File: src/design/mem_bus_defs.svh
// memory bus widths and fetch constants
// shared by the fetch unit, data port, arbiter and top level

`ifndef MEM_BUS_DEFS_SVH
`define MEM_BUS_DEFS_SVH

// byte address width
`define MEM_ADDR_WIDTH 32

// bus data width
`define MEM_DATA_WIDTH 64

// response and reply tag width
`define MEM_TAG_WIDTH 4

// number of tag values, tag zero means none
`define MEM_TAG_COUNT 16

// byte step between sequential fetches
`define FETCH_STEP 32'd8

// first fetch address out of reset
`define FETCH_RESET_ADDR 32'h0000_0000

`endif

File: src/design/mem_bus_pkg.sv
// memory bus types
// bus commands, tag owners and the client state machines

`default_nettype none

package mem_bus_pkg;

    // bus command encodings
    typedef enum logic [1:0] {
        BUS_NONE  = 2'h0,
        BUS_LOAD  = 2'h1,
        BUS_STORE = 2'h2
    } bus_command_e;

    // who is waiting on a given tag
    typedef enum logic [1:0] {
        OWN_NONE  = 2'h0,
        OWN_DATA  = 2'h1,
        OWN_FETCH = 2'h2
    } owner_e;

    // fetch unit states
    typedef enum logic {
        FETCH_REQUEST = 1'b0,
        FETCH_WAIT    = 1'b1
    } fetch_state_e;

    // data port states
    typedef enum logic [1:0] {
        DATA_IDLE    = 2'h0,
        DATA_REQUEST = 2'h1,
        DATA_WAIT    = 2'h2
    } data_state_e;

endpackage

`default_nettype wire

File: src/design/mem_client_if.sv
// link between one memory requester and the arbiter
// request side from the client, acceptance and replies from the arbiter

`default_nettype none

`include "mem_bus_defs.svh"

interface mem_client_if;
    import mem_bus_pkg::*;

    ///////////////////////////////////////////////////////////////////////
    // request side
    ///////////////////////////////////////////////////////////////////////

    // held steady until accepted
    bus_command_e                command;
    logic [`MEM_ADDR_WIDTH-1:0]  addr;
    logic [`MEM_DATA_WIDTH-1:0]  wdata;

    ///////////////////////////////////////////////////////////////////////
    // response side
    ///////////////////////////////////////////////////////////////////////

    // one cycle pulse when the memory took this client's request
    logic                        accepted;
    // load data, qualified by reply_valid
    logic [`MEM_DATA_WIDTH-1:0]  rdata;
    // one cycle pulse when a reply for this client returns
    logic                        reply_valid;

    modport client (
        output command, addr, wdata,
        input  accepted, rdata, reply_valid
    );

    modport arbiter (
        input  command, addr, wdata,
        output accepted, rdata, reply_valid
    );

endinterface

`default_nettype wire

File: src/design/data_port.sv
// load/store data port
// registers one access, presents it on the bus and reports completion

`default_nettype none

`include "mem_bus_defs.svh"

module data_port (
    input  logic                        clock,
    input  logic                        reset,
    input  logic                        data_req,
    input  mem_bus_pkg::bus_command_e   data_command,
    input  logic [`MEM_ADDR_WIDTH-1:0]  data_addr,
    input  logic [`MEM_DATA_WIDTH-1:0]  data_wdata,
    output logic                        data_ready,
    output logic                        data_done,
    output logic [`MEM_DATA_WIDTH-1:0]  data_rdata,
    mem_client_if.client                bus
);
    import mem_bus_pkg::*;

    data_state_e                 state;
    // captured access
    bus_command_e                cmd_q;
    logic [`MEM_ADDR_WIDTH-1:0]  addr_q;
    logic [`MEM_DATA_WIDTH-1:0]  wdata_q;
    logic                        take;

    // new access only from idle, a none command is dropped
    assign take = data_req && data_ready && (data_command != BUS_NONE);

    assign data_ready = (state == DATA_IDLE);

    // command only while waiting for acceptance
    assign bus.command = (state == DATA_REQUEST) ? cmd_q : BUS_NONE;
    assign bus.addr    = addr_q;
    assign bus.wdata   = wdata_q;

    // stores finish on acceptance, loads on their reply
    assign data_done = ((state == DATA_REQUEST) && bus.accepted && (cmd_q == BUS_STORE))
                     || ((state == DATA_WAIT) && bus.reply_valid);
    assign data_rdata = bus.rdata;

    // access payload
    always_ff @(posedge clock) begin
        if (take) begin
            cmd_q   <= data_command;
            addr_q  <= data_addr;
            wdata_q <= data_wdata;
        end
    end

    ///////////////////////////////////////////////////////////////////////
    // access FSM
    ///////////////////////////////////////////////////////////////////////

    always_ff @(posedge clock or posedge reset) begin
        if (reset) begin
            state <= DATA_IDLE;
        end else begin
            case (state)
                DATA_IDLE: begin
                    if (take) begin
                        state <= DATA_REQUEST;
                    end
                end
                DATA_REQUEST: begin
                    // refused requests just sit here
                    if (bus.accepted) begin
                        state <= (cmd_q == BUS_LOAD) ? DATA_WAIT : DATA_IDLE;
                    end
                end
                DATA_WAIT: begin
                    if (bus.reply_valid) begin
                        state <= DATA_IDLE;
                    end
                end
                default: begin
                    state <= DATA_IDLE;
                end
            endcase
        end
    end

endmodule

`default_nettype wire

File: src/design/fetch_unit.sv
// sequential instruction fetch
// walks the address space one bus word at a time with one load in flight

`default_nettype none

`include "mem_bus_defs.svh"

module fetch_unit (
    input  logic                        clock,
    input  logic                        reset,
    input  logic                        hold,
    mem_client_if.client                bus,
    output logic                        fetch_valid,
    output logic [`MEM_ADDR_WIDTH-1:0]  fetch_addr,
    output logic [`MEM_DATA_WIDTH-1:0]  fetch_data
);
    import mem_bus_pkg::*;

    fetch_state_e                state;
    // program counter
    logic [`MEM_ADDR_WIDTH-1:0]  pc;
    // request raised last cycle and still not taken
    logic                        req_pending;
    logic                        req_on;

    // hold only blocks new requests
    // a refused request stays up so the bus sees it unchanged
    assign req_on = (state == FETCH_REQUEST) && (!hold || req_pending);

    // bus side, fetch only ever loads
    assign bus.command = req_on ? BUS_LOAD : BUS_NONE;
    assign bus.addr    = pc;
    assign bus.wdata   = '0;

    // reply goes straight out in its own cycle
    assign fetch_valid = (state == FETCH_WAIT) && bus.reply_valid;
    assign fetch_addr  = pc;
    assign fetch_data  = bus.rdata;

    ///////////////////////////////////////////////////////////////////////
    // fetch FSM and program counter
    ///////////////////////////////////////////////////////////////////////

    always_ff @(posedge clock or posedge reset) begin
        if (reset) begin
            state       <= FETCH_REQUEST;
            pc          <= `FETCH_RESET_ADDR;
            req_pending <= 1'b0;
        end else begin
            req_pending <= req_on && !bus.accepted;
            case (state)
                FETCH_REQUEST: begin
                    // memory gave a tag, wait for the data
                    if (req_on && bus.accepted) begin
                        state <= FETCH_WAIT;
                    end
                end
                FETCH_WAIT: begin
                    // step to the next word once the reply is out
                    if (bus.reply_valid) begin
                        state <= FETCH_REQUEST;
                        pc    <= pc + `FETCH_STEP;
                    end
                end
                default: begin
                    state <= FETCH_REQUEST;
                end
            endcase
        end
    end

endmodule

`default_nettype wire

File: src/design/mem_arbiter.sv
// memory bus arbiter for fetch and data requesters
// data wins the bus, a tag owner table routes each reply back

`default_nettype none

`include "mem_bus_defs.svh"

module mem_arbiter (
    input  logic                        clock,
    input  logic                        reset,
    mem_client_if.arbiter               fetch,
    mem_client_if.arbiter               data,
    output mem_bus_pkg::bus_command_e   mem_command,
    output logic [`MEM_ADDR_WIDTH-1:0]  mem_addr,
    output logic [`MEM_DATA_WIDTH-1:0]  mem_wdata,
    input  logic [`MEM_TAG_WIDTH-1:0]   mem_response,
    input  logic [`MEM_TAG_WIDTH-1:0]   mem_tag,
    input  logic [`MEM_DATA_WIDTH-1:0]  mem_rdata
);
    import mem_bus_pkg::*;

    // owner of each outstanding load tag
    owner_e  owner_table [`MEM_TAG_COUNT];

    logic    data_grant;
    logic    resp_ok;
    logic    reply_seen;
    owner_e  reply_owner;
    owner_e  grant_owner;

    ///////////////////////////////////////////////////////////////////////
    // grant and acceptance
    ///////////////////////////////////////////////////////////////////////

    // data first, fetch gets whatever is left
    assign data_grant  = (data.command != BUS_NONE);
    assign grant_owner = data_grant ? OWN_DATA : OWN_FETCH;

    assign mem_command = data_grant ? data.command : fetch.command;
    assign mem_addr    = data_grant ? data.addr    : fetch.addr;
    assign mem_wdata   = data_grant ? data.wdata   : fetch.wdata;

    // nonzero response means taken
    assign resp_ok = (mem_response != '0);

    assign data.accepted  = data_grant && resp_ok;
    assign fetch.accepted = !data_grant && (fetch.command != BUS_NONE) && resp_ok;

    ///////////////////////////////////////////////////////////////////////
    // reply routing
    ///////////////////////////////////////////////////////////////////////

    assign reply_seen  = (mem_tag != '0);
    assign reply_owner = owner_table[mem_tag];

    assign data.reply_valid  = reply_seen && (reply_owner == OWN_DATA);
    assign fetch.reply_valid = reply_seen && (reply_owner == OWN_FETCH);

    // both see the same data, reply_valid picks the reader
    assign data.rdata  = mem_rdata;
    assign fetch.rdata = mem_rdata;

    // free on reply, then record a new load
    // the memory never reissues a live tag so the two never collide
    always_ff @(posedge clock or posedge reset) begin
        if (reset) begin
            for (int i = 0; i < `MEM_TAG_COUNT; i++) begin
                owner_table[i] <= OWN_NONE;
            end
        end else begin
            if (reply_seen) begin
                owner_table[mem_tag] <= OWN_NONE;
            end
            // stores get no reply so no entry
            if (resp_ok && (mem_command == BUS_LOAD)) begin
                owner_table[mem_response] <= grant_owner;
            end
        end
    end

endmodule

`default_nettype wire

File: src/design/mem_port_top.sv
// memory side of the front end
// fetch unit and data port sharing one tagged memory bus

`default_nettype none

`include "mem_bus_defs.svh"

module mem_port_top (
    input  logic                        clock,
    input  logic                        reset,
    // fetch control and stream
    input  logic                        hold,
    output logic                        fetch_valid,
    output logic [`MEM_ADDR_WIDTH-1:0]  fetch_addr,
    output logic [`MEM_DATA_WIDTH-1:0]  fetch_data,
    // load/store requests
    input  logic                        data_req,
    input  mem_bus_pkg::bus_command_e   data_command,
    input  logic [`MEM_ADDR_WIDTH-1:0]  data_addr,
    input  logic [`MEM_DATA_WIDTH-1:0]  data_wdata,
    output logic                        data_ready,
    output logic                        data_done,
    output logic [`MEM_DATA_WIDTH-1:0]  data_rdata,
    // memory bus
    output mem_bus_pkg::bus_command_e   mem_command,
    output logic [`MEM_ADDR_WIDTH-1:0]  mem_addr,
    output logic [`MEM_DATA_WIDTH-1:0]  mem_wdata,
    input  logic [`MEM_TAG_WIDTH-1:0]   mem_response,
    input  logic [`MEM_DATA_WIDTH-1:0]  mem_rdata,
    input  logic [`MEM_TAG_WIDTH-1:0]   mem_tag
);

    // one link per requester
    mem_client_if fetch_bus ();
    mem_client_if data_bus ();

    fetch_unit fetch_unit_inst (
        .clock       (clock),
        .reset       (reset),
        .hold        (hold),
        .bus         (fetch_bus.client),
        .fetch_valid (fetch_valid),
        .fetch_addr  (fetch_addr),
        .fetch_data  (fetch_data)
    );

    data_port data_port_inst (
        .clock        (clock),
        .reset        (reset),
        .data_req     (data_req),
        .data_command (data_command),
        .data_addr    (data_addr),
        .data_wdata   (data_wdata),
        .data_ready   (data_ready),
        .data_done    (data_done),
        .data_rdata   (data_rdata),
        .bus          (data_bus.client)
    );

    mem_arbiter mem_arbiter_inst (
        .clock        (clock),
        .reset        (reset),
        .fetch        (fetch_bus.arbiter),
        .data         (data_bus.arbiter),
        .mem_command  (mem_command),
        .mem_addr     (mem_addr),
        .mem_wdata    (mem_wdata),
        .mem_response (mem_response),
        .mem_tag      (mem_tag),
        .mem_rdata    (mem_rdata)
    );

endmodule

`default_nettype wire

File: config.mk
export PLATFORM = sky130hd
export DESIGN_NAME = mem_port_top
export DESIGN_NICKNAME = d
export VERILOG_FILES = /design/src/design/mem_bus_pkg.sv /design/src/design/mem_client_if.sv /design/src/design/data_port.sv /design/src/design/fetch_unit.sv /design/src/design/mem_arbiter.sv /design/src/design/mem_port_top.sv
export VERILOG_INCLUDE_DIRS = /design/src /design/src/design
export SDC_FILE = /design/constraint.sdc
export NUM_CORES = 1
export LEC_CHECK = 0
export ABC_AREA = 1
export BUFFER_PORTS_ARGS = -buffer_cell sky130_fd_sc_hd__buf_4
export CORE_AREA = 4 4 169 171
export CTS_CLUSTER_DIAMETER = 50
export DETAILED_ROUTE_END_ITERATION = 16
export DIE_AREA = 0 0 173 175
export PLACE_DENSITY = 0.64
export SYNTH_ARGS = -nofsm -noshare
export SYNTH_HDL_FRONTEND = slang
export SYNTH_SLANG_ARGS = --single-unit
File: constraint.sdc
create_clock -name clock -period 10 [get_ports clock]
set_input_delay 0 -clock clock [delete_from_list [all_inputs] [get_ports clock]]
set_output_delay 0 -clock clock [all_outputs]
set_load 0.03 [all_outputs]
---- After elaboration in Yosys (flattened, before gate mapping) ----
Index checks and enable logic that the tools add are counted.
W data, S select, Z words.
word-level totals
  register bits after elaboration ......... 166
  bits of input ports ..................... 174
  output and inout bits ................... 261
  logic and storage cells ................. 97
cells by class
  $add $sub $neg .......................... 1
  $lt $le $gt $ge ......................... 4
  equal/unequal tests ..................... 10
  mux-type cells .......................... 24
  bitwise gates (word level) .............. 5
  reduce and logical (&&, ||, !) cells .... 30
operators with widths
  kind                     number
  $mux W32                 3
  $mux W64                 1
  $add A32 B4 Y32 const B  1
  $and A32 B32 Y32         1
  $bwmux W32               1
  $not A32 Y32             1
  $mux W2                  11
  $logic_and A1 B1 Y1      17
  $demux W2 S4             2
  $ge A5 B5 Y1 const B     2
  $lt A5 B1 Y1 const B     2
  $not A4 Y5               2
  $bmux W2 S4              1
  $eq A2 B1 Y1 const B     4
  $reduce_bool A4 Y1       2
  $eq A2 B2 Y1 const B     3
  $pmux W2 S3              1
  $reduce_bool A2 Y1       3
  $ne A2 B1 Y1 const B     2
  $logic_not A1 Y1         3
  $mux W1                  3
  $reduce_and A3 Y1        1
  $logic_not A2 Y1         1
  $logic_or A1 B1 Y1       2
  4 further kinds          4

---- Logic depth before layout (Yosys ltp) ----
  depth in word-level cells ............... 10
  depth in mapped cells ................... 15
  mapped depth without buffers ............ 13

---- Hierarchy ----
Synthesis repeated with hierarchy kept, for this count alone.
second synthesis, totals
  cell total of the unflattened synthesis .. 1,265
  area, all modules ....................... 10,446.3 um^2
modules (own cells, without submodules)
  module       instances  cells an instance  area an instance (um^2)  seq. area each (um^2)
  mem_arbiter  1          710                3,993.8                  800.8
  data_port    1          187                3,587.2                  2,992.9
  fetch_unit   1          368                2,865.2                  775.7

---- Worst setup path after synthesis ----
No wires, ideal clock.
  kind .................................... register -> register
  from .................................... register data_port_inst.state[1]
  to ...................................... register data_port_inst.state[1]
  setup time .............................. 0.095 ns
  data arrival time ....................... 5.640 ns
  data required time ...................... 9.905 ns
  slack ................................... 4.265 ns
  cell stages (with the launch flop) ...... 6
  path buffers ............................ 0
  period minus slack after synthesis ...... 5.735 ns
  cells stage by stage .................... dfrtp_1 -> nor2_1 -> inv_1 -> nor2_1 -> o21ai_0 -> a21oi_1
on the way
  elaborated cells between the ends (all ways) .. 13
  those cells by class .................... eq/ne: 5; mux: 2; reduce/logical: 6
RTL lines
  element                            line                source
  start, declared                    data_port.sv:22     data_state_e state;
  start signal, assigned             data_port.sv:70     state <= (cmd_q == BUS_LOAD) ? DATA_WAIT : DATA_IDLE;
  $logic_not A2 Y1                   data_port.sv:32     assign data_ready = (state == DATA_IDLE);
  named net data_ready               mem_port_top.sv:21  output logic data_ready,
  $logic_and A1 B1 Y1 (2 in series)  data_port.sv:30     assign take = data_req && data_ready && (data_command != BUS_NONE);
  named net data_port_inst.take      data_port.sv:27     logic take;
  $ne A2 B2 Y1 (no line)             n/a
  $reduce_and A3 Y1 (no line)        n/a
The timed path passes the listed nets, and every way through them passes these cells.
A chain may end at the register's enable or synchronous reset.

---- Final worst setup path ----
  from .................................... register mem_arbiter_inst.owner_table[26] (netlist bit)
  to ...................................... output port fetch_valid
on the way
  longest elaborated chain between the ends .. 6
RTL lines
  element                                      line                source
  start, declared                              mem_arbiter.sv:23   owner_e owner_table [`MEM_TAG_COUNT];
  start signal, assigned by index              mem_arbiter.sv:76   owner_table[mem_response] <= grant_owner;
  $bmux W2 S4                                  mem_arbiter.sv:54   assign reply_owner = owner_table[mem_tag];
  $mux W2 (not written as such) (2 in series)  mem_arbiter.sv:54
  $eq A2 B2 Y1                                 mem_arbiter.sv:57   assign fetch.reply_valid = reply_seen && (reply_owner == OWN_FETCH);
  $logic_and A1 B1 Y1                          mem_arbiter.sv:57
  $logic_and A1 B1 Y1                          fetch_unit.sv:36    assign fetch_valid = (state == FETCH_WAIT) && bus.reply_valid;
  end, declared                                mem_port_top.sv:13  output logic fetch_valid,
Every way passes these cells. The select of a mux whose other input is x is not followed.

==> flow_summary_export.csv <==
group,metric,value,unit
status,status,"complete, no violations",
floorplanning,start_util,32.8,%
logic_synthesis,async_reset_ff_share,39.9,%
critical_path,worstReg2RegStart,"mem_arbiter_inst.owner_table[26]",
critical_path,worstPathRequired,10000,ps
logic_synthesis,postSynthAreaPerCell,8.31,µm²
clocking,htree_num_levels,4,
sta,post-route-period-util,30.5,%
critical_path,timing.rr.end,"fetch_unit_inst.bus.addr[19]",
clocking,cts.sinks,163,
sta,fin_ws,6950,ps
finish,final_nets,1439,
logic_synthesis,yosysTopAreaCell,"edfxtp_1",
placement,placed_cell_area,0.00996,mm²
clocking,insertion_delay,430,ps
critical_path,critPathKind,"reg2out",
power_and_ir_drop,finalPower,2.57,mW
power_and_ir_drop,ir_drop,0.138,mV
global_route,grt_pass1_wl,44.8,mm
global_route,overflow,0,
placement,placed_cells,1483,
logic_synthesis,synth_area_leaders,"edfxtp_1, dfrtp_1, nand2_1",
sta,setup_viol,0,
power_and_ir_drop,powerDensity,223,mW/mm²
detailed_routing,drt_iter0_markers,563,
power_and_ir_drop,leakage,5.55,nW
detailed_routing,postRouteAntennaNets,0,
finish,fin_cells,1618,
run,drv_cap,0,
critical_path,r2r_slack,7310,ps
sta,slew_violations,0,
clocking,cts_hold_buf,103,
finish,syn_to_final_growth,30.8,%
sta,min_period,3050,ps
critical_path,cp-endpoint,"fetch_valid",
min_path,hp-class,"in2out",
sta,finClkSkew,18.9,ps
finish,n_antenna_cell,0,
logic_synthesis,yosysTopAreaCellShare,33.4,%
detailed_routing,drc,0,
detailed_routing,vias,7515,
clocking,cts_tree,"done",
clocking,post_cts_buffers,0,
logic_synthesis,synthFlopType,"edfxtp_1",
logic_synthesis,synth_cell_types,27,
logic_synthesis,yosys_warnings,0,
detailed_routing,avgViaCountPerCell,4.64,
clocking,cts_made_buffers,17,
clocking,cts_buffer_depth,2,
detailed_routing,wl,29.2,mm
detailed_routing,first_pass_iters,5,
floorplanning,die_x,173,µm
logic_synthesis,synth_edf_count,98,
critical_path,crit_top_cell,"nand2_1",
global_route,antenna_found_initial,0,
finish,drive_gt1_share,22.9,%
clocking,cts_root_buf,"clkbuf_16",
critical_path,crit_start,"mem_arbiter_inst.owner_table[26]",
sta,hold_viol_final,0,
finish,fin_area,0.0115,mm²
critical_path,crit_path_max_incr_delay,910,ps
global_route,grt_max_degree,86,
critical_path,worstSetupEndpointType,"primary output",
clocking,path_clk_slew,70,ps
critical_path,startpoint_type,"register",
logic_synthesis,synth_common_cells,"nand2_1, buf_4, nor2_1, inv_1, edfxtp_1",
sta,relSlewSlack,21.4,%
critical_path,worst_path_max_delay_cell,"nand3_1",
sta,max_freq,0.328,GHz
global_route,grt_pass1_vias,7564,
critical_path,crit_family,"simple AND/OR/NAND/NOR gates",
critical_path,path_cells,"nand2_1 -> nand2_1 -> nand2_1 -> nand2_1 -> nand2_1 -> nand2_1 -> inv_2 -> nand2_1 -> nor2_2 -> buf_4 -> nand3_1 -> inv_2 -> buf_4",
sta,finalSetupTns,0,ps
logic_synthesis,ys_seq_area_share,51.8,%
clocking,cts_resized,0,
placement,post-place-ws,7280,ps
placement,port_buffers,239,
placement,dp_hpwl,21.7,mm
critical_path,path_depth,13,
floorplanning,die_area,0.0303,mm²
logic_synthesis,yosysMostFrequentCell,"nand2_1",
sta,whs,0.0915,ps
finish,fin_util,42.9,%
critical_path,r2r_cells,13,
floorplanning,rows,60,
logic_synthesis,ys_ff_latch,163,
floorplanning,ios,435,
critical_path,crit_arrival,3050,ps
logic_synthesis,synth_cells,1061,
global_route,grt.total_usage,18.8,%
logic_synthesis,syn_area,0.00882,mm²
detailed_routing,routedWlPerCell,18.1,µm
critical_path,crit_buf_inv,4,
finish,fillCellCount,2553,
floorplanning,die_y,175,µm
floorplanning,core,0.0269,mm²
placement,place.gp.congestion,0.877,
critical_path,crit_fanout,31,
sta,worstMarginPinSlew,1180,ps
sta,rsz0062_at_grt,"no",
==> layout by cell type (no fill, tap or decap), types with 3 or more instances in the layout <==
| cell type | synthesis | layout |
|---|---|---|
| nand2_1 | 309 | 309 |
| buf_4 | 134 | 243 |
| nor2_1 | 127 | 126 |
| inv_1 | 119 | 118 |
| dlygate4sd3_1 | 0 | 103 |
| edfxtp_1 | 98 | 98 |
| dfrtp_1 | 65 | 65 |
| o21ai_0 | 38 | 38 |
| nand4_1 | 30 | 30 |
| nand3_1 | 28 | 28 |
| a21oi_1 | 23 | 23 |
| clkbuf_16 | 0 | 17 |
| xor2_1 | 16 | 16 |
| nor3_1 | 13 | 13 |
| inv_2 | 11 | 12 |
| inv_6 | 0 | 8 |
| o21ai_1 | 5 | 4 |
| a31o_1 | 3 | 3 |
| conb_1 | 1 | 3 |
==> sequential cells by signal, indices dropped and copies added, names as in the netlist <==
signal                        count
fetch_unit_inst.state             1
fetch_unit_inst.req_pending       1
data_port_inst.bus.addr          32
data_port_inst.cmd_q              2
mem_arbiter_inst.owner_table     32
fetch_unit_inst.bus.addr         29
data_port_inst.state              2
data_port_inst.bus.wdata         64
==> layout make-up <==
class,instances,area [µm²],share of cell area (%)
clock buffer,18,429,3.72
clock inverter,14,116,1.01
inverter,130,488,4.23
multi-input combinational,606,2650,23.0
sequential,163,4570,39.6
tap,341,427,3.70
timing repair buffer,346,2860,24.8
==> worst reg2reg max path, stage by stage, from the launching register on <==
cell and delay, ps:
dfrtp_1 400, nand2_1 70, nand2_1 60, nand2_1 90, nand2_1 70, nand2_1 60
nand2_1 60, inv_2 40, nand2_1 60, nor2_2 70, buf_4 310, nand3_1 920
nand2_1 300, nand2_1 70
==> worst min path at each step <==
stage / start / end / cells after the start
2_1_floorplan: data_addr[0] / data_port_inst.bus.addr[0] / 0
3_3_place_gp: mem_rdata[62] / fetch_data[62] / 0
3_5_place_dp: mem_rdata[62] / fetch_data[62] / 0
4_1_cts: mem_rdata[62] / fetch_data[62] / 0
5_1_grt: mem_rdata[4] / data_rdata[4] / 0
6_report: mem_rdata[62] / fetch_data[62] / 0
==> where the power goes <==
part           internal (mW)  leakage [nW]  switching, mW
clock                  0.326         0.265          0.292
combinational          0.326          3.50          0.684
sequential             0.862          1.79         0.0780
==> logic make-up (layout without fill, tap and decap cells) <==
| kind of cell | count (synthesis) | count (layout) | share of synthesized area [%] |
|---|---|---|---|
| other cells | 1 | 3 | 0.0425 |
| simple gates | 511 | 511 | 23.4 |
| xor+xnor | 17 | 17 | 1.69 |
| compound gates | 74 | 74 | 4.47 |
| flops | 163 | 163 | 51.8 |
| fa+ha+maj | 1 | 1 | 0.142 |
| buf+inv | 294 | 508 | 18.4 |
==> metal layers <==
| metal | global-route usage (%) | share of wire [%] | up-vias |
|---|---|---|---|
| li1 | - | - | 3616 |
| met4 | 7.38 | 3.3 | 0 |
| met1 | 20.3 | 35 | 3415 |
| met5 | 0 | 0 | - |
| met2 | 33.2 | 51 | 431 |
| met3 | 7.62 | 11 | 53 |
No activity file was read; power rests on OpenSTA's default activity.
